==> src/common/shift_config.svh <==
`ifndef SHIFT_CONFIG_SVH
`define SHIFT_CONFIG_SVH

// sizes shared by the shift unit and its testbench

// operand and result width in bits
// 16, 32 and 64 are all fine
`define SHIFT_WIDTH 32

// bits in a shift amount
// always log2 of SHIFT_WIDTH, so change both together
// only the low bits are kept, which gives the modulo-width amount
`define SHAMT_BITS 5

// cycles from inValid to out.valid
// decode, execute and result stages, one register each
// used by the testbench and the bound properties only
`define SHIFT_LATENCY 3

`endif

==> src/common/shiftPkg.sv <==
`default_nettype none

`include "shift_config.svh"

package shiftPkg;

    // instruction word is fixed at 32 bits whatever the operand width
    localparam int InstrWidth = 32;

    // bit 1 picks right, bit 0 picks arithmetic
    typedef enum logic [1:0] {
        opSll = 2'b00,  // logical left
        opSrl = 2'b10,  // logical right
        opSra = 2'b11,  // arithmetic right, sign fill
        opSla = 2'b01   // arithmetic left, sign bit held
    } shiftOp_e;

    // register form, amount comes from opB
    typedef struct packed {
        logic                   immSel;
        shiftOp_e               op;
        logic [InstrWidth-4:0]  unused;
    } shiftRegView_s;

    // immediate form, amount comes from shamtImm
    typedef struct packed {
        logic                                   immSel;
        shiftOp_e                               op;
        logic [`SHAMT_BITS-1:0]                 shamtImm;
        logic [InstrWidth-4-`SHAMT_BITS:0]      unused;
    } shiftImmView_s;

    // one instruction word, two decodings
    typedef union packed {
        shiftRegView_s  regView;
        shiftImmView_s  immView;
    } shiftInstr_u;

    // decode to execute
    typedef struct packed {
        logic                       valid;
        shiftOp_e                   op;
        logic [`SHAMT_BITS-1:0]     amount;
        logic [`SHIFT_WIDTH-1:0]    operand;
    } shiftCmd_s;

    // execute to result, operand kept for the overflow check
    typedef struct packed {
        logic                       valid;
        shiftOp_e                   op;
        logic [`SHAMT_BITS-1:0]     amount;
        logic [`SHIFT_WIDTH-1:0]    operand;
        logic [`SHIFT_WIDTH-1:0]    shifted;
    } shiftRes_s;

    // top level output
    typedef struct packed {
        logic                       valid;
        logic [`SHIFT_WIDTH-1:0]    result;
        logic                       zero;
        logic                       overflow;
    } shiftOut_s;

endpackage

`default_nettype wire

==> src/logic/shiftUnitTop.sv <==
`timescale 1ns/100ps
`default_nettype none

`include "shift_config.svh"

// three-stage shift unit
// decode, barrel shift, flags
// fixed latency, one item per cycle, no back-pressure
module shiftUnitTop (
    input  logic                        clk,
    input  logic                        arstN,
    input  logic                        inValid,
    input  shiftPkg::shiftInstr_u       instr,
    input  logic [`SHIFT_WIDTH-1:0]     opA,
    input  logic [`SHIFT_WIDTH-1:0]     opB,
    output shiftPkg::shiftOut_s         out
);

    // decode to execute
    shiftPkg::shiftCmd_s cmd;
    // execute to result
    shiftPkg::shiftRes_s res;

    shiftDecode u_shiftDecode (
        .clk     (clk),
        .arstN   (arstN),
        .inValid (inValid),
        .instr   (instr),
        .opA     (opA),
        .opB     (opB),
        .cmd     (cmd)
    );

    barrelShifter u_barrelShifter (
        .clk   (clk),
        .arstN (arstN),
        .cmd   (cmd),
        .res   (res)
    );

    // flags and output register
    shiftResult u_shiftResult (
        .clk   (clk),
        .arstN (arstN),
        .res   (res),
        .out   (out)
    );

endmodule

`default_nettype wire

==> src/shiftUnit/barrelShifter.sv <==
`timescale 1ns/100ps
`default_nettype none

`include "shift_config.svh"

// execute stage
// log-depth barrel shifter, one level per amount bit
// level k shifts by 2**k when amount[k] is set
module barrelShifter (
    input  logic                    clk,
    input  logic                    arstN,
    input  shiftPkg::shiftCmd_s     cmd,
    output shiftPkg::shiftRes_s     res
);

    localparam int W = `SHIFT_WIDTH;
    localparam int Levels = `SHAMT_BITS;

    // stage[0] is the input, stage[Levels] the shifted value
    logic [Levels:0][W-1:0] stage;

    assign stage[0] = cmd.operand;

    for (genvar k = 0; k < Levels; k++) begin : gLevel
        // fixed step of this level
        localparam int Step = 1 << k;

        // value if this level shifts
        logic [W-1:0] moved;

        always_comb begin
            case (cmd.op)
                // zero fill from the right
                shiftPkg::opSll: moved = stage[k] << Step;
                // zero fill from the left
                shiftPkg::opSrl: moved = stage[k] >> Step;
                // sign fill, stage[k][W-1] is still the original sign
                shiftPkg::opSra: moved = $signed(stage[k]) >>> Step;
                // sign bit stays put, only the magnitude bits move
                shiftPkg::opSla: moved = {stage[k][W-1], stage[k][W-2:0] << Step};
                default:         moved = stage[k];
            endcase
        end

        // bypass the level when its amount bit is clear
        assign stage[k+1] = cmd.amount[k] ? moved : stage[k];
    end

    // strobe register
    always_ff @(posedge clk or negedge arstN) begin
        if (!arstN) begin
            res.valid <= 1'b0;
        end else begin
            res.valid <= cmd.valid;
        end
    end

    // result register, loaded with the strobe
    // op, amount and the unshifted operand ride along
    // so the result stage can judge overflow
    always_ff @(posedge clk or negedge arstN) begin
        if (!arstN) begin
            res.op      <= shiftPkg::opSll;
            res.amount  <= '0;
            res.operand <= '0;
            res.shifted <= '0;
        end else if (cmd.valid) begin
            res.op      <= cmd.op;
            res.amount  <= cmd.amount;
            res.operand <= cmd.operand;
            res.shifted <= stage[Levels];
        end
    end

endmodule

`default_nettype wire

==> src/shiftUnit/shiftDecode.sv <==
`timescale 1ns/100ps
`default_nettype none

`include "shift_config.svh"

// first stage of the shift pipeline
// picks the amount from the right view of the instruction word
// and registers everything execute needs
module shiftDecode (
    input  logic                        clk,
    input  logic                        arstN,
    input  logic                        inValid,
    input  shiftPkg::shiftInstr_u       instr,
    input  logic [`SHIFT_WIDTH-1:0]     opA,
    input  logic [`SHIFT_WIDTH-1:0]     opB,
    output shiftPkg::shiftCmd_s         cmd
);

    // amount before the register
    logic [`SHAMT_BITS-1:0] amountSel;
    // op field sits at the same place in both views
    shiftPkg::shiftOp_e     opSel;
    logic                   useImm;

    // immSel is common to both views, read it through regView
    assign useImm = instr.regView.immSel;
    assign opSel  = instr.regView.op;

    // immediate form takes the field inside the word
    // register form takes the low bits of opB
    // dropping the upper opB bits gives the modulo-width amount
    always_comb begin
        if (useImm) begin
            amountSel = instr.immView.shamtImm;
        end else begin
            amountSel = opB[`SHAMT_BITS-1:0];
        end
    end

    // strobe goes through every cycle
    always_ff @(posedge clk or negedge arstN) begin
        if (!arstN) begin
            cmd.valid <= 1'b0;
        end else begin
            cmd.valid <= inValid;
        end
    end

    // payload only moves with a strobe
    // cleared on reset as well, so nothing stale follows reset
    always_ff @(posedge clk or negedge arstN) begin
        if (!arstN) begin
            cmd.op      <= shiftPkg::opSll;
            cmd.amount  <= '0;
            cmd.operand <= '0;
        end else if (inValid) begin
            cmd.op      <= opSel;
            cmd.amount  <= amountSel;
            // opA is the value being shifted
            cmd.operand <= opA;
        end
    end

endmodule

`default_nettype wire

==> src/shiftUnit/shiftResult.sv <==
`timescale 1ns/100ps
`default_nettype none

`include "shift_config.svh"

// result stage
// forms the flags and registers the unit's output
module shiftResult (
    input  logic                    clk,
    input  logic                    arstN,
    input  shiftPkg::shiftRes_s     res,
    output shiftPkg::shiftOut_s     out
);

    localparam int W = `SHIFT_WIDTH;

    // magnitude bits that fall off the top on an arithmetic left
    logic [W-2:0] lostMask;
    // magnitude bits that disagree with the sign
    logic [W-2:0] signDiff;
    logic         zeroNext;
    logic         overflowNext;

    // top 'amount' bits of the magnitude field, W-2 downwards
    assign lostMask = ~({(W-1){1'b1}} >> res.amount);
    assign signDiff = res.operand[W-2:0] ^ {(W-1){res.operand[W-1]}};

    // no bit set in the shifted value
    assign zeroNext = ~|res.shifted;

    // a lost bit unlike the sign means the signed value changed
    // other ops never flag overflow
    assign overflowNext = (res.op == shiftPkg::opSla) && |(signDiff & lostMask);

    always_ff @(posedge clk or negedge arstN) begin
        if (!arstN) begin
            out.valid <= 1'b0;
        end else begin
            out.valid <= res.valid;
        end
    end

    // output payload, held between strobes
    always_ff @(posedge clk or negedge arstN) begin
        if (!arstN) begin
            out.result   <= '0;
            out.zero     <= 1'b0;
            out.overflow <= 1'b0;
        end else if (res.valid) begin
            out.result   <= res.shifted;
            out.zero     <= zeroNext;
            out.overflow <= overflowNext;
        end
    end

endmodule

`default_nettype wire

==> config.mk <==
export PLATFORM = sky130hd
export DESIGN_NAME = shiftUnitTop
export DESIGN_NICKNAME = d
export VERILOG_FILES = /design/src/common/shiftPkg.sv /design/src/logic/shiftUnitTop.sv /design/src/shiftUnit/barrelShifter.sv /design/src/shiftUnit/shiftDecode.sv /design/src/shiftUnit/shiftResult.sv
export VERILOG_INCLUDE_DIRS = /design/src /design/src/common
export SDC_FILE = /design/constraint.sdc
export NUM_CORES = 1
export LEC_CHECK = 0
export ABC_AREA = 1
export BUFFER_PORTS_ARGS = -buffer_cell sky130_fd_sc_hd__buf_2
export CORE_MARGIN = 2
export CORE_UTILIZATION = 58
export CTS_CLUSTER_SIZE = 12
export DETAILED_ROUTE_END_ITERATION = 16
export GPL_ROUTABILITY_DRIVEN = 1
export PLACE_DENSITY = 0.81
export SYNTH_ARGS = -nofsm -noshare
export SYNTH_HDL_FRONTEND = slang
export SYNTH_SLANG_ARGS = --single-unit
==> constraint.sdc <==
create_clock -name clk -period 2.5 [get_ports clk]
set_clock_uncertainty 0.15 [all_clocks]
set_input_delay 0.125 -clock clk [delete_from_list [all_inputs] [get_ports clk]]
set_output_delay 0.125 -clock clk [all_outputs]
set_load 0.02 [all_outputs]
==> impl_metrics.tcl, run 1 <==
set metrics [dict create \
    min_to "u_shiftDecode.cmd[39]" \
    worstPathRequired_ps 2720 \
    fin_crit_sh 0.894 \
    htreeDepth 4 \
    worst_slew_pin_slew_ps 796 \
    worstRegToRegCells 13 \
    cp.arrival_ps 2460 \
    timing.rr.start "u_shiftDecode.cmd[38]" \
    crit_fanout 33 \
    cts.path.max_buffers 2 \
    setup_viol 0 \
    antenna_found_initial 0 \
    start_kind "flop" \
    dpl-instance-area_mm2 0.00990 \
    chipHeight_um 131 \
    viasPerCell 5.73 \
    drive_gt1_frac 0.136 \
    cts-root-buf "clkbuf_16" \
    drv_cap 0 \
    synth-edff-count 0 \
    synth_nets 1457 \
    dr.first_iter.drc_count 1156 \
    ys_seq_elements 147 \
    min_from "inValid" \
    status "finished clean" \
    fmax_ghz 0.447 \
    grt_max_degree 66 \
    post_drt_wl_per_cell_um 16.8 \
    final_cell_area_mm2 0.0110 \
    yosysTopAreaCell "dfrtp_1" \
    slew_viol_final 0 \
    grt_use_total 0.342 \
    syn_inst 1358 \
    num_antenna_cells 0 \
    hold_viol 0 \
    holdPathStages 1 \
    dp_hpwl_mm 19.7 \
    firstDrtPassIters 7 \
    rsz0062_at_grt "false" \
    ys.flop_type "dfrtp_1" \
    die-width_um 131 \
    clock_latency_ps 440 \
    rrSetupSlack_ps 260 \
    layout.nets 1562 \
    core_area_mm2 0.0158 \
    via_count 9692 \
    synth_top_area_frac 0.393 \
    yosysSeqAreaShare 0.393 \
    setup-tns-final_ps 0 \
    drc 0 \
    syn_area_mm2 0.00935 \
    hold_class "primary input to flop" \
    power.density_mw_per_mm2 763 \
    async_reset_ff_frac 1.00 \
    drt-total-wl_mm 28.4 \
    grt_pass1_wl_mm 45.4 \
    cts_tree "done" \
    boundaryPins 134 \
    start_util 0.591 \
    end_kind "flop" \
    clock-sinks 147 \
    relSlewSlack 0.469 \
    syn_to_final_growth_pct 18.0 \
    grt_pass1_vias 8713 \
    row_count 46 \
    synth.avg_cell_area_um2 6.89 \
    leakage_uw 0.00560 \
    yosysMostFrequentCell "nand2_1" \
    ir_worst_vdd_mv 0.518 \
    ys_warn_count 0 \
    period_needed_ps 2240 \
    synth_cell_types 45 \
    crit_type "flop to flop" \
    r2r-end "u_barrelShifter.res[14]" \
    final_antenna_net_count 0 \
    numCtsBuffers 17 \
    gp_congestion 0.976 \
    netlist_top_cells_count "nand2_1, dfrtp_1, nand3_1" \
    die_area_mm2 0.0172 \
    numPortBuffers 82 \
    grt_overflow 0 \
    clkTransAtPathRegs_ps 60 \
    yosys-top-cells-area "dfrtp_1, nand2_1, nand3_1" \
]
## sequential cells by signal, indices dropped and copies added, names as in the netlist
register / cells
u_barrelShifter.res: 72
u_shiftDecode.cmd: 40
u_shiftResult.out: 35
## cells by family after synthesis
kind of cell,share of synthesized area
simple gates,0.381
compound gates,0.113
buf+inv,0.0884
flops,0.393
xor+xnor,0.0243
## power breakdown
group,switching (µW),internal (µW),total (µW)
Combinational,1730,883,2610
Clock,1160,1620,2780
Sequential,307,2730,3040
## how the worst max path moves through the flow
stage	start	endpoint	slack, ps	cells past startpoint
after floorplan	u_shiftDecode.cmd[38]	u_barrelShifter.res[29]	700	13
after global placement	u_shiftDecode.cmd[38]	u_barrelShifter.res[18]	300	13
after detailed placement	u_shiftDecode.cmd[38]	u_barrelShifter.res[18]	290	13
after CTS	u_shiftDecode.cmd[38]	u_barrelShifter.res[14]	260	13
after global routing	u_shiftDecode.cmd[38]	u_barrelShifter.res[16]	60	13
final	u_shiftDecode.cmd[38]	u_barrelShifter.res[14]	260	13
## metal layers
metal	routed length, µm	global-route usage
met2	12600	0.528
met4	857	0.116
met3	2420	0.0696
met1	12500	0.482
met5	0	0
## per-stage QoR
stage | hold WS [ps] | power (µW) | cells | util | setup slack (ps)
2_1_floorplan | -321 | 4770 | 1358 | - | 695
3_3_place_gp | -0.844 | 5490 | 1609 | 0.625 | 299
3_5_place_dp | 3.86 | 5530 | 1609 | 0.625 | 291
4_1_cts | 43.3 | 8350 | 1691 | 0.697 | 258
5_1_grt | 102 | 8880 | 1692 | 0.698 | 60.4
6_report | 75.5 | 8430 | 1692 | 0.698 | 265
## cell type report
type                    instances  area (µm²)
multi-input cells            1046        4850
fillers                      1295        4790
flip-flops and latches        147        3680
repair buffers                170        1290
clock buffers                  17         425
inverters                      81         319
well taps                     216         270
clock inverters                15         209
## critical path, cell delays in order, from the launching register on
cell	delay, ps
dfrtp_2	460
inv_6	220
nand2_1	110
nand3_1	90
o21ai_1	130
nand2_1	90
nand3_1	150
o21ai_1	160
nand2_1	130
nand2_1	100
nand3_1	80
nand2_1	120
nand2_1	80
nand2_1	80
## timing repair
| item | 4_1_cts | 5_1_grt |
|---|---|---|
| gates resized for setup | 0 | 1 |
| hold buffers | 50 | 0 |
| hold endpoints to repair | 128 | 0 |
| endpoints found under the setup margin | 0 | 2 |
| buffers inserted | 0 | 1 |
## cells in the final DEF (no fill, tap or decap), drive strengths merged
master and instances:
nor2 44, a311oi 1, clkinv 3, o211ai 6
clkbuf 17, dfrtp 147, o32ai 1, o22ai 6
xnor2 6, o21ai 153, xor2 20, a31oi 1
a22oi 2, or2 1, bufinv 3, inv 89
nand3b 1, nor4 5, clkinvlp 1, a21oi 23
dlygate4sd3 50, nand4 39, buf 120, o31ai 2
nand2 590, nor3 3, o31a 1, nand3 141
Power figures use the tool's default switching activity.
==> inputs of run 2 (changes only) <==
--- a/config.mk
+++ b/config.mk
@@ -9,11 +9,12 @@
 export ABC_AREA = 1
 export BUFFER_PORTS_ARGS = -buffer_cell sky130_fd_sc_hd__buf_2
 export CORE_MARGIN = 2
-export CORE_UTILIZATION = 58
+export CORE_UTILIZATION = 59
 export CTS_CLUSTER_SIZE = 12
 export DETAILED_ROUTE_END_ITERATION = 16
 export GPL_ROUTABILITY_DRIVEN = 1
-export PLACE_DENSITY = 0.81
+export PLACE_DENSITY = 0.82
 export SYNTH_ARGS = -nofsm -noshare
 export SYNTH_HDL_FRONTEND = slang
+export SYNTH_HIERARCHICAL = 1
 export SYNTH_SLANG_ARGS = --single-unit
==> run 2 against run 1 <==
Against the previous run: cell count is 6.9% higher; fmax is 2.7% lower; sequential cell count stayed put; first-iteration DRC count is 0.17% higher; via count is 7.4% higher; wire length is 7.6% higher; worst hold slack better by 4.5 ps; combinational power hardly changed; critical path type unchanged; largest power group unchanged; largest cell class unchanged; power is 2.0% lower; core utilization is 1.2 points higher; die area hardly changed; critical endpoint is now u_barrelShifter/res[17].
==> impl_metrics.tcl, run 2 <==
set metrics [dict create \
    antenna_found_initial 0 \
    numCtsBuffers 17 \
    clkTransAtPathRegs_ps 70 \
    layout_commonest_cell "nand2_1" \
    end_kind "flop" \
    post-cts-setup-buffer-count 0 \
    yosysMostFrequentCell "nand2_1" \
    rrSetupSlack_ps 200 \
    largest_reg_flops 72 \
    crit_fanout 28 \
    crit_path_top_delay_cell "dfrtp_2" \
    viasPerCell 5.75 \
    async_reset_ff_frac 1.00 \
    synth_top_area_frac 0.386 \
    status "finished clean" \
    yosysSeqAreaShare 0.386 \
    clock-sinks 147 \
    layout_common_cells "nand2_1, nand3_1, dfrtp_1" \
    synth.avg_cell_area_um2 6.45 \
    firstDrtPassIters 7 \
    ys.flop_type "dfrtp_1" \
    hold_class "primary input to async pin" \
    crit_top_cell "nand3_1" \
    gp_congestion 0.990 \
    rsz0062_at_grt "false" \
    setup-tns-final_ps 0 \
    core_area_mm2 0.0158 \
    ys_seq_elements 147 \
    row_count 46 \
    layout.nets 1678 \
    cts_tree "done" \
    netlist_top_cells_count "nand2_1, nand3_1, dfrtp_1" \
    fin_crit_sh 0.918 \
    grt_overflow 0 \
    syn_inst 1477 \
    drt-total-wl_mm 30.5 \
    synth_nets 1576 \
    numPortBuffers 82 \
    power.density_mw_per_mm2 736 \
    die_area_mm2 0.0172 \
    cts.path.max_buffers 2 \
    relSlewSlack 0.565 \
    leakage_uw 0.00601 \
    worstPathCellList "inv_8, buf_4, nand2_1, nand3_1, nand3_1, nand3_1, nand2_1, nand3_1, nand2_1, nand3_1, nand2_1, nand3_1, nand2_1" \
    ys_warn_count 6 \
    setup_viol 0 \
    start_util 0.602 \
    htreeDepth 4 \
    hold_viol 0 \
    crit_type "flop to flop" \
    top_register "u_barrelShifter/res" \
    via_count 10400 \
    yosysTopAreaCell "dfrtp_1" \
    grt_use_total 0.369 \
    start_kind "flop" \
    yosys-top-cells-area "dfrtp_1, nand2_1, nand3_1" \
    cp.arrival_ps 2480 \
    final_antenna_net_count 0 \
    post_drt_wl_per_cell_um 16.9 \
    syn_area_mm2 0.00952 \
    synth_cell_types 35 \
    fin_hold_ws_ps 80.0 \
    boundaryPins 134 \
    drc 0 \
    worst_slew_pin_slew_ps 651 \
    synth-edff-count 0 \
    chipHeight_um 131 \
    fmax_ghz 0.436 \
    grt_pass1_wl_mm 48.4 \
    grt_max_degree 80 \
    nFillCells 1358 \
    slew_viol_final 0 \
    dp_hpwl_mm 20.9 \
    clock_latency_ps 430 \
    drive_gt1_frac 0.108 \
    grt_pass1_vias 9330 \
    die-width_um 131 \
    cts-root-buf "clkbuf_16" \
    drv_cap 0 \
    period_needed_ps 2300 \
    dr.first_iter.drc_count 1158 \
    ir_worst_vdd_mv 0.501 \
    worstPathRequired_ps 2680 \
    syn_to_final_growth_pct 17.9 \
    top_regs "u_barrelShifter/res x72, u_shiftDecode/cmd x40, u_shiftResult/out x35" \
    critPathMaxStageDelay_ps 510 \
]
run 2: changes by cell type in the layout (fill, tap and decap cells not counted), sizes merged, moves of 7 or more:
| cell | before | now |
|---|---|---|
| o21ai | 153 | 83 |
| nor2 | 44 | 51 |
| clkinv | 3 | 12 |
| nand2 | 590 | 698 |
| nand4 | 39 | 30 |
| nand3 | 141 | 228 |
run 2: critical path: cells and delay by family (launching register included):
kind	cells	cell delay, ps
and+or+nand+nor	11	1180
DFF	1	510
buffers and inverters	2	350
run 2: metal layers:
metal,GRT usage,vias up,routed length (µm)
met5,0,-,0
met4,0.136,0,975
met3,0.0664,90,2840
met2,0.578,573,13900
met1,0.515,4792,12900
li1,-,4953,-
run 2: repair_timing:
action	4_1_cts	5_1_grt
hold buffers	51	0
resized for setup	0	3
hold endpoints to repair	97	0
endpoints found under the setup margin	0	28
run 2: final cells by class:
class,count,area [µm²],share of cell area
well taps,216,270,0.0241
flip-flops and latches,147,3680,0.328
diodes,1,2.50,0.000223
clock inverters,15,181,0.0162
repair buffers,165,1280,0.114
multi-input cells,1156,5040,0.449
clock buffers,17,425,0.0379
inverters,92,353,0.0314
run 2: cell families after synthesis:
kind of cell,synth area share
buffers and inverters,0.0848
DFF,0.386
AOI/OAI and AO/OA,0.0669
and+or+nand+nor,0.445
xor gates and xnor gates,0.0166
run 2: path summary, 6_finish.rpt:
check | start | to | cells past startpoint
worst max register to register | u_shiftDecode/cmd[38] | u_barrelShifter/res[17] | 13
worst max-delay path | u_shiftDecode/cmd[38] | u_barrelShifter/res[17] | 13
worst min-delay path | arstN | u_barrelShifter/res[57] | 2
worst min register to register | u_shiftResult/out[5] | u_shiftResult/out[5] | 2
max in group asynchronous | arstN | u_barrelShifter/res[6] | 3
min in group clk | opA[23] | u_shiftDecode/cmd[23] | 4
run 2: through the flow:
step	std cells	cell area, µm²	total power [µW]	setup slack [ps]	util
after global placement	1725	10100	5510	207	0.638
after global routing	1808	11200	8750	4.79	0.709
after CTS	1808	11200	8200	116	0.709
after detailed placement	1725	10100	5560	168	0.638
after floorplan	1477	9520	4760	699	-
final	1809	11200	8260	204	0.709
run 2: where the power goes:
part | total, µW | leakage, µW | internal, µW | switching, µW
logic | 2630 | 0.00390 | 874 | 1750
registers | 3060 | 0.00182 | 2730 | 333
clock network | 2580 | 0.000296 | 1350 | 1220
